`config.mk`:
```
export PLATFORM = sky130hd
export DESIGN_NAME = ram_top
export DESIGN_NICKNAME = d
export VERILOG_FILES = /design/src/ram_pkg.sv /design/src/ram_wr_if.sv /design/src/ram_top.sv /design/src/ram_byte_array.sv /design/src/ram_lane_steer.sv /design/src/ram_wr_ctrl.sv /design/src/ram_rd_ctrl.sv
export SDC_FILE = /design/constraint.sdc
export NUM_CORES = 2
export LEC_CHECK = 0
export BUFFER_PORTS_ARGS = -buffer_cell sky130_fd_sc_hd__buf_2
export CORE_ASPECT_RATIO = 1.5
export CORE_MARGIN = 1
export CORE_UTILIZATION = 44
export CTS_CLUSTER_DIAMETER = 100
export DETAILED_ROUTE_END_ITERATION = 7
export PLACE_DENSITY = 0.63
export SETUP_SLACK_MARGIN = 0.5
export SLEW_MARGIN = 20
export SYNTH_ARGS = -nofsm -noshare
export SYNTH_HDL_FRONTEND = slang
export SYNTH_HIERARCHICAL = 1
export SYNTH_SLANG_ARGS = --single-unit
```
`constraint.sdc`:
```
create_clock -name clk -period 4.2 [get_ports clk]
set_input_delay 0.42 -clock clk [delete_from_list [all_inputs] [get_ports clk]]
set_output_delay 0.42 -clock clk [all_outputs]
set_load 0.01 [all_outputs]
```
`src/ram_pkg.sv`:
```
// Scratch RAM shared definitions
// Bus widths, access sizes, controller states and reserved-register defaults
package ram_pkg;

    localparam int BYTE_W  = 8;
    localparam int DWORD_W = 64;
    localparam int LANES   = DWORD_W / BYTE_W;   // Bytes per doubleword block

    typedef logic [BYTE_W-1:0]  byte_t;
    typedef logic [DWORD_W-1:0] dword_t;
    typedef logic [LANES-1:0]   lane_en_t;

    typedef enum logic [1:0] {
        SIZE_BYTE  = 2'd0,
        SIZE_WORD  = 2'd1,
        SIZE_DWORD = 2'd2,
        SIZE_RSVD  = 2'd3    // Never a legal access
    } access_size_e;

    typedef enum logic {
        ST_IDLE = 1'b0,
        ST_BUSY = 1'b1
    } ctrl_state_e;

    // Peripheral config bytes at the bottom of the address space
    localparam int RSVD_COUNT = 4;
    localparam logic [RSVD_COUNT*BYTE_W-1:0] RSVD_DEFAULT = {8'h8F, 8'h23, 8'h23, 8'h00};

    // True for an unknown size or an address off its natural boundary
    function automatic logic misaligned(input logic [2:0] addr_lo, input access_size_e size);
        logic bad;
        case (size)
            SIZE_BYTE:  bad = 1'b0;
            SIZE_WORD:  bad = (addr_lo[1:0] != 2'b00);
            SIZE_DWORD: bad = (addr_lo != 3'b000);
            default:    bad = 1'b1;
        endcase
        return bad;
    endfunction

endpackage
```
`src/ram_wr_if.sv`:
```
// Committed write from the write controller into the byte storage
// Fields are stable and already aligned whenever commit is high
interface ram_wr_if
    import ram_pkg::*;
#(
    parameter int ADDR_W = 8
) ();

    logic [ADDR_W-1:0] addr;
    access_size_e      size;
    dword_t            data;
    logic              commit;   // Storage writes on this edge

    modport ctrl (
        output addr,
        output size,
        output data,
        output commit
    );

    modport mem (
        input addr,
        input size,
        input data,
        input commit
    );

endinterface

```
`src/ram_top.sv`:
```
// Byte-addressed scratch RAM with independent read and write ports
// Low bytes double as configuration registers exported on rsvd_regs_o
module ram_top
    import ram_pkg::*;
#(
    parameter int ADDR_DEPTH = 256
) (
    input  logic                              clk,
    input  logic                              rst_n,
    input  logic                              rd_req_i,
    input  logic [$clog2(ADDR_DEPTH)-1:0]     rd_addr_i,
    input  access_size_e                      rd_size_i,
    output dword_t                            rd_data_o,
    output logic                              rd_idle_o,
    output logic                              rd_valid_o,
    output logic                              rd_invalid_o,
    input  logic                              wr_req_i,
    input  logic [$clog2(ADDR_DEPTH)-1:0]     wr_addr_i,
    input  access_size_e                      wr_size_i,
    input  dword_t                            wr_data_i,
    output logic                              wr_idle_o,
    output logic                              wr_done_o,
    output logic                              wr_invalid_o,
    output logic [RSVD_COUNT*BYTE_W-1:0]      rsvd_regs_o
);

    localparam int ADDR_W = $clog2(ADDR_DEPTH);

    logic [ADDR_W-1:0] rd_buf_addr;
    access_size_e      rd_buf_size;

    ram_wr_if #(.ADDR_W(ADDR_W)) wr_bus ();

    ram_rd_ctrl #(
        .ADDR_W(ADDR_W)
    ) u_rd_ctrl (
        .clk         (clk),
        .rst_n       (rst_n),
        .rd_req_i    (rd_req_i),
        .rd_addr_i   (rd_addr_i),
        .rd_size_i   (rd_size_i),
        .rd_idle_o   (rd_idle_o),
        .rd_valid_o  (rd_valid_o),
        .rd_invalid_o(rd_invalid_o),
        .buf_addr_o  (rd_buf_addr),
        .buf_size_o  (rd_buf_size)
    );

    ram_wr_ctrl #(
        .ADDR_W(ADDR_W)
    ) u_wr_ctrl (
        .clk         (clk),
        .rst_n       (rst_n),
        .wr_req_i    (wr_req_i),
        .wr_addr_i   (wr_addr_i),
        .wr_size_i   (wr_size_i),
        .wr_data_i   (wr_data_i),
        .wr_idle_o   (wr_idle_o),
        .wr_done_o   (wr_done_o),
        .wr_invalid_o(wr_invalid_o),
        .wr          (wr_bus.ctrl)
    );

    ram_byte_array #(
        .ADDR_DEPTH(ADDR_DEPTH),
        .ADDR_W    (ADDR_W)
    ) u_byte_array (
        .clk      (clk),
        .rst_n    (rst_n),
        .wr       (wr_bus.mem),
        .rd_addr_i(rd_buf_addr),
        .rd_size_i(rd_buf_size),
        .rd_data_o(rd_data_o),
        .rsvd_o   (rsvd_regs_o)
    );

endmodule

```
`src/ram_byte_array.sv`:
```
// Byte register storage with per-byte reset defaults
// Write side takes committed lanes, read side assembles byte, word or doubleword
module ram_byte_array
    import ram_pkg::*;
#(
    parameter int ADDR_DEPTH = 256,
    parameter int ADDR_W     = $clog2(ADDR_DEPTH)
) (
    input  logic                         clk,
    input  logic                         rst_n,
    ram_wr_if.mem                        wr,
    input  logic [ADDR_W-1:0]            rd_addr_i,
    input  access_size_e                 rd_size_i,
    output dword_t                       rd_data_o,
    output logic [RSVD_COUNT*BYTE_W-1:0] rsvd_o
);

    localparam int LANE_W     = $clog2(LANES);
    localparam int WORD_LANES = LANES / 2;

    byte_t                    mem [ADDR_DEPTH];
    lane_en_t                 lane_en;
    byte_t                    lane_data [LANES];
    logic [ADDR_W-LANE_W-1:0] wr_blk;

    ram_lane_steer #(
        .ADDR_W(ADDR_W)
    ) u_lane_steer (
        .addr_i     (wr.addr),
        .size_i     (wr.size),
        .data_i     (wr.data),
        .lane_en_o  (lane_en),
        .lane_data_o(lane_data)
    );

    assign wr_blk = wr.addr[ADDR_W-1:LANE_W];   // Doubleword block index

    // Synchronous reset into per-byte defaults
    always_ff @(posedge clk) begin
        if (!rst_n) begin
            for (int a = 0; a < ADDR_DEPTH; a++) begin
                mem[a] <= byte_t'(RSVD_DEFAULT >> (a * BYTE_W));   // Zero past the reserved bytes
            end
        end else if (wr.commit) begin
            for (int l = 0; l < LANES; l++) begin
                if (lane_en[l]) begin
                    mem[{wr_blk, LANE_W'(l)}] <= lane_data[l];
                end
            end
        end
    end

    // Little-endian read assembly with zero extension
    always_comb begin
        rd_data_o = '0;
        case (rd_size_i)
            SIZE_BYTE: begin
                rd_data_o[BYTE_W-1:0] = mem[rd_addr_i];
            end
            SIZE_WORD: begin
                for (int i = 0; i < WORD_LANES; i++) begin
                    rd_data_o[i*BYTE_W +: BYTE_W] =
                        mem[{rd_addr_i[ADDR_W-1:LANE_W-1], (LANE_W-1)'(i)}];
                end
            end
            SIZE_DWORD: begin
                for (int i = 0; i < LANES; i++) begin
                    rd_data_o[i*BYTE_W +: BYTE_W] = mem[{rd_addr_i[ADDR_W-1:LANE_W], LANE_W'(i)}];
                end
            end
            default: rd_data_o = '0;
        endcase
    end

    for (genvar r = 0; r < RSVD_COUNT; r++) begin : g_rsvd
        assign rsvd_o[r*BYTE_W +: BYTE_W] = mem[r];
    end

endmodule

```
`src/ram_lane_steer.sv`:
```
// Byte lane steering for one doubleword block
// Picks the written lanes and routes little-endian source bytes onto them
module ram_lane_steer
    import ram_pkg::*;
#(
    parameter int ADDR_W = 8
) (
    input  logic [ADDR_W-1:0] addr_i,
    input  access_size_e      size_i,
    input  dword_t            data_i,
    output lane_en_t          lane_en_o,
    output byte_t             lane_data_o [LANES]
);

    localparam int WORD_LANES = LANES / 2;
    localparam int LANE_W     = $clog2(LANES);

    logic [LANE_W-1:0] lane_sel;

    assign lane_sel = addr_i[LANE_W-1:0];

    always_comb begin
        lane_en_o = '0;
        case (size_i)
            SIZE_BYTE: begin
                lane_en_o[lane_sel] = 1'b1;
            end
            SIZE_WORD: begin
                // Upper or lower half of the block
                if (lane_sel[LANE_W-1]) begin
                    lane_en_o = {{WORD_LANES{1'b1}}, {WORD_LANES{1'b0}}};
                end else begin
                    lane_en_o = {{WORD_LANES{1'b0}}, {WORD_LANES{1'b1}}};
                end
            end
            SIZE_DWORD: lane_en_o = '1;
            default:    lane_en_o = '0;   // Unknown size writes nothing
        endcase
    end

    for (genvar l = 0; l < LANES; l++) begin : g_lane
        always_comb begin
            case (size_i)
                SIZE_BYTE: lane_data_o[l] = data_i[BYTE_W-1:0];   // Byte 0 on every lane
                SIZE_WORD: lane_data_o[l] = data_i[(l % WORD_LANES)*BYTE_W +: BYTE_W];
                default:   lane_data_o[l] = data_i[l*BYTE_W +: BYTE_W];
            endcase
        end
    end

endmodule

```
`src/ram_wr_ctrl.sv`:
```
// Write port controller
// Captures a request while idle, checks alignment, then commits or flags it
module ram_wr_ctrl
    import ram_pkg::*;
#(
    parameter int ADDR_W = 8
) (
    input  logic              clk,
    input  logic              rst_n,
    input  logic              wr_req_i,
    input  logic [ADDR_W-1:0] wr_addr_i,
    input  access_size_e      wr_size_i,
    input  dword_t            wr_data_i,
    output logic              wr_idle_o,
    output logic              wr_done_o,
    output logic              wr_invalid_o,
    ram_wr_if.ctrl            wr
);

    ctrl_state_e       state_q;
    logic              accept;
    logic [ADDR_W-1:0] addr_q;
    access_size_e      size_q;
    dword_t            data_q;
    logic              bad_q;     // Alignment verdict of the captured request

    assign accept = wr_req_i && (state_q == ST_IDLE);

    always_ff @(posedge clk or negedge rst_n) begin
        if (!rst_n) begin
            state_q <= ST_IDLE;
        end else begin
            case (state_q)
                ST_IDLE: begin
                    if (accept) begin
                        state_q <= ST_BUSY;
                    end
                end
                ST_BUSY: state_q <= ST_IDLE;
                default: state_q <= ST_IDLE;
            endcase
        end
    end

    always_ff @(posedge clk) begin
        if (accept) begin
            addr_q <= wr_addr_i;
            size_q <= wr_size_i;
            data_q <= wr_data_i;
            bad_q  <= misaligned(wr_addr_i[2:0], wr_size_i);
        end
    end

    assign wr_idle_o    = (state_q == ST_IDLE);
    assign wr_done_o    = (state_q == ST_BUSY);
    assign wr_invalid_o = wr_done_o && bad_q;

    // Any flagged access is dropped, storage only sees clean writes
    assign wr.addr   = addr_q;
    assign wr.size   = size_q;
    assign wr.data   = data_q;
    assign wr.commit = wr_done_o && !bad_q;

endmodule

```
`src/ram_rd_ctrl.sv`:
```
// Read port controller
// Accepts a request while idle, holds address and size for one result cycle
module ram_rd_ctrl
    import ram_pkg::*;
#(
    parameter int ADDR_W = 8
) (
    input  logic              clk,
    input  logic              rst_n,
    input  logic              rd_req_i,
    input  logic [ADDR_W-1:0] rd_addr_i,
    input  access_size_e      rd_size_i,
    output logic              rd_idle_o,
    output logic              rd_valid_o,
    output logic              rd_invalid_o,
    output logic [ADDR_W-1:0] buf_addr_o,
    output access_size_e      buf_size_o
);

    ctrl_state_e state_q;
    logic        accept;

    assign accept = rd_req_i && (state_q == ST_IDLE);

    always_ff @(posedge clk or negedge rst_n) begin
        if (!rst_n) begin
            state_q <= ST_IDLE;
        end else begin
            case (state_q)
                ST_IDLE: begin
                    if (accept) begin
                        state_q <= ST_BUSY;
                    end
                end
                ST_BUSY: state_q <= ST_IDLE;   // Result lasts one cycle
                default: state_q <= ST_IDLE;
            endcase
        end
    end

    // Request captured and held through the busy cycle for the read assembly
    always_ff @(posedge clk) begin
        if (accept) begin
            buf_addr_o <= rd_addr_i;
            buf_size_o <= rd_size_i;
        end
    end

    assign rd_idle_o  = (state_q == ST_IDLE);
    assign rd_valid_o = (state_q == ST_BUSY);

    // Flag travels with the valid pulse
    assign rd_invalid_o = rd_valid_o && misaligned(buf_addr_o[2:0], buf_size_o);

endmodule

```
==> results of run 1 <==
[through the flow]
stage	std cells	setup WS, ns
after CTS	13710	-0.7261
after detailed placement	12980	-0.4830
after global placement	12980	-0.6810
after floorplan	8541	0.9190
[cells in the mapped netlist (all sizes together), types with 3 or more instances]
master / count
a2111oi: 6
a211o: 3
a211oi: 25
a21boi: 32
a21oi: 90
a221o: 24
a221oi: 17
a22oi: 20
a311oi: 8
a31oi: 14
and2: 1960
and3: 9
and3b: 4
buf: 361
clkbuf: 495
edfxtp: 2133
ha: 4
inv: 13
mux2: 61
mux2i: 197
mux4: 1754
nand2: 280
nand2b: 9
nand3: 20
nand4: 11
nor2: 320
nor2b: 14
nor3: 112
nor3b: 6
nor4: 15
o211ai: 8
o21ai: 333
o221ai: 74
o22ai: 55
o32ai: 3
or2: 8
or3: 11
or4: 5
[logic make-up after synthesis]
| group | Yosys count | synth area share [%] |
|---|---|---|
| simple gates | 2789 | 12.11 |
| flops | 2135 | 49.02 |
| mux | 2012 | 32.25 |
| buf+inv | 870 | 3.089 |
| compound gates | 731 | 3.493 |
| fa+ha+maj | 4 | 0.03828 |
[per-layer routing]
metal	global-route usage, %	overflow
met5	7.969	0
met4	74.28	30
met3	46.62	0
met2	86.89	42
met1	64.06	1
[timing repair]
action / CTS
resized for setup: 654
setup endpoints to repair: 65
pin swaps: 84
gates cloned: 48
hold endpoints to repair: 90
setup buffers: 197
hold buffers: 85
==> metrics.txt, run 1 <==
largest net degree at the start of global routing=84; IO Port Bufs=189; ys async rst share=0.09368%; Die H=669.6 microns; clock tree sinks=2135; sequential cell area fraction in the yosys report=49.02%; wire length of the first global-routing pass=1276000 microns; final estimated routing congestion in global placement=1.212; prevailing post-synth register cell=edfxtp_1; row cnt=244; Placed Area=144300 sq um; CTS Buf Count=223; Failed at=5_1_grt; Detail Placement HPWL=707800 microns; FF+latch count, synth=2135; vias in the first global route=113600; status=stopped before the end; Synth Net Count=8633; Mean Syn Cell Area=15.31 sq um; Post-synth EDFFs=2133; Yosys warning count=6; Longest Clk Path Bufs=4; synth unique cells=69; Tool Error=[ERROR GRT-0116] Global routing finished with congestion. Check the congestion regions in the DRC Viewer.; IO Pins=190; htree depth=4; Synth area leaders=edfxtp_1, mux4_2, and2_1; Yosys top cell area share=48.99%; Initial Util=44.34%; chip width=447.1 microns; GR Overflow Total=73; GRT Overall Usage=66.67%; Syn Inst Count=8541; Netlist Area Pre-Place=130800 sq um; Synth area leader=edfxtp_1; root buffer cell=clkbuf_16
==> run 2, diff against run 1 <==
Settings changed: CORE_ASPECT_RATIO 1.5 to unset, CORE_UTILIZATION 44 to 29, CTS_CLUSTER_DIAMETER 100 to unset, PLACE_DENSITY 0.63 to unset, PLACE_DENSITY_LB_ADDON set to 0.15, SETUP_SLACK_MARGIN 0.5 to unset.
Clock period 4.2 ns to 5.5 ns, I/O delays scaled along.
==> run 2 against run 1 <==
The flow now finishes, with violations (negative setup slack); area after synthesis unchanged; synthesized cell count is the same.
==> metrics.txt, run 2 <==
Yosys warning count=6 (unchanged); Remaining DRCs=0; CP endpoint kind=output port; vias in the first global route=91350; Worst VDD drop=215.9 uV; Via density=6.602; max FFs per register=2048; clock insertion delay at the later pin of the skew report=0.98 ns; Final #Nets=9199; Biggest register=u_byte_array/mem; largest net degree at the start of global routing=109; Fmax=176.6 MHz; Post-synth EDFFs=2133 (unchanged); critical path depth=13; CP Max Fanout=54; commonest cells in the netlist=edfxtp_1, and2_1, mux4_2; Placed Area=143200 sq um (-0.73%); FF+latch count, synth=2135 (unchanged); GR Overflow Total=0; fin crit share=103.0%; Setup TNS=-0.3119 ns; Die H=673.5 microns (+0.57%); htree depth=5 (+1); crit path cell chain=buf_12 -> buf_16 -> buf_16 -> nand3b_1 -> buf_4 -> o32ai_1 -> a21oi_2 -> nand4_1 -> a211oi_4 -> buf_4 -> or3_1 -> buf_12 -> buf_2; Critical Path RT=4.95 ns; Synth area leader=edfxtp_1; total chip power=46.21 mW; WL/cell=55.09 microns; Syn Inst Count=8541 (unchanged); design area=154200 sq um; Detailed Route Iter0 Violations=21280; Routed WL=852000 microns; crit path time final=5.663 ns; Max-Cap Viols=0; Worst path top cell family by delay=buffers and inverters; Netlist Area Pre-Place=130800 sq um (unchanged); Mean Syn Cell Area=15.31 sq um (unchanged); Initial Util=29.14% (-15 points); drt first pass iters=6; CTS tree=built; root buffer cell=clkbuf_16; Slowest cell on crit path=a211oi_4; Hold Path Origin=rd_req_i; Hold Vio Cnt, Final=0; clock tree sinks=2135 (unchanged); prevailing post-synth register cell=edfxtp_1; Pins Over Slew Limit=0; Yosys top cell area share=48.99% (unchanged); area added between synthesis and finish=17.95%; Synth Net Count=8633 (unchanged); Final Worst Setup Slack=-0.1630 ns; GRT Overall Usage=36.66%; antenna violations before repair=273; worst-margin pin slew=1.322 ns; class of the worst hold path=input port to flip-flop; commonest cells after routing, fill and taps aside=edfxtp_1, and2_1, mux4_2; r2r worst-path depth=5; CTS clk-pin slew, worst paths=0.06 ns; CP Class=flip-flop to output port; commonest non-fill, non-tap cell in the layout=edfxtp_1; Synth area leaders=edfxtp_1, mux4_2, and2_1; end of the worst hold path=u_rd_ctrl/rd_valid_o; core area=448800 sq um; row cnt=246 (+0.82%); leakage power=53.42 nW; failing checks=negative setup slack; sequential cell area fraction in the yosys report=49.02% (unchanged); total die area=453600 sq um; CP startpoint kind=flip-flop; Vias=102100; IO Port Bufs=189 (unchanged); # setup viols final=4; data arrival time of the worst path=5.11 ns; CTS Buf Count=270 (+21%); synth unique cells=69 (unchanged); ys async rst share=0.09368% (unchanged); share of cells above drive strength 1=36.82%; Final Skew=0.06114 ns; R2R Setup Slk=1.08 ns; worst path buffer plus inverter count=7; status=complete, but fails checks; wire length of the first global-routing pass=1061000 microns; Final ANT Viol Nets=0; final core utilization=34.36%; Max stage delay on crit path=0.55 ns; Rel. slew slack=11.69%; final estimated routing congestion in global placement=1.159 (-4.4%); Longest Clk Path Bufs=4 (unchanged); IO Pins=190 (unchanged); RSZ-0062 raised after global routing=yes; Detail Placement HPWL=667700 microns (-5.7%); chip width=673.5 microns (+51%); RR Startpoint=u_wr_ctrl/wr.addr[7]; dominant cell by count in the synthesized netlist=edfxtp_1; pwr dens=299.7 nW/um^2; Reg2Reg Capture Point=u_byte_array/mem[136][1]; WHS Path Cells=3
-- run 2: cell counts after synthesis --
Identical to the previous run, type by type.
-- run 2: logic make-up after synthesis --
family	after synthesis	synth area share, %
adder cells (fa/ha/maj)	4	0.03828
AO/OA/AOI/OAI	731	3.493
buffers and inverters	870	3.089
multiplexers	2012	32.25
AND/OR/NAND/NOR	2789	12.11
flip-flops	2135	49.02
-- run 2: cell type report --
| cell class | instances | area (sq um) |
|---|---|---|
| inverter | 14 | 80.08 |
| clock buffer | 323 | 7124 |
| clock inverter | 168 | 1757 |
| tap | 5952 | 7447 |
| fill | 43080 | 294500 |
| antenna | 186 | 465.4 |
| multi-input combinational | 5536 | 63470 |
| timing repair buffer | 1150 | 9771 |
| sequential | 2135 | 64100 |
-- run 2: metal layers --
metal / part of all wire (%) / vias to the layer above / track usage [%]
met5: 0.045 / - / 0.1594
met4: 6.1 / 48 / 18.16
met3: 15 / 1555 / 15.72
met2: 41 / 9532 / 51.24
met1: 38 / 55310 / 48.31
li1: - / 35650 / -
-- run 2: stage by stage --
| step | hold WS [ns] | std cells | worst slack (ns) |
|---|---|---|---|
| floorplan | 0.2544 | 8541 | 1.122 |
| global placement | 0.4525 | 14680 | -0.4365 |
| detailed placement | 0.4554 | 14680 | -0.1658 |
| CTS | 0.1025 | 15270 | -0.1879 |
| global route | 0.1412 | 15320 | -0.01614 |
| finish | 0.1731 | 15460 | -0.1630 |
-- run 2: how the worst max path moves through the flow --
stage,startpoint,to,slack (ns)
after detailed placement,u_rd_ctrl/buf_addr_o[0],rd_data_o[1],-0.17
after CTS,u_rd_ctrl/buf_addr_o[3],rd_data_o[1],-0.19
after global placement,u_rd_ctrl/buf_addr_o[0],rd_data_o[7],-0.44
after floorplan,wr_req_i,u_wr_ctrl/bad_q,1.12
after global routing,u_rd_ctrl/buf_addr_o[6],rd_data_o[3],-0.02
final,u_rd_ctrl/buf_addr_o[3],rd_data_o[4],-0.16
-- run 2: report_power, final --
part / switching (mW) / internal [mW] / total, mW
Clock: 7.94 / 10.7 / 18.6
Combinational: 5.50 / 2.73 / 8.23
Sequential: 0.904 / 18.5 / 19.4
-- run 2: worst reg2reg max path, stage by stage (launching register included) --
cell and delay [ns]:
edfxtp_1 0.82, buf_4 0.26, nor3b_1 0.77, nand2_1 1.00
nor2_1 1.20, and2_1 0.24
-- run 2: repair_timing --
item                                   in CTS  in global routing
pin swaps                                   1                  4
gates cloned                                3                  6
endpoints found under the hold margin      87                  0
setup endpoints to repair                  21                 17
hold buffers                               87                  0
setup buffers                               8                  0
resized for setup                          45                 46
(Power assumes the default switching activity.)
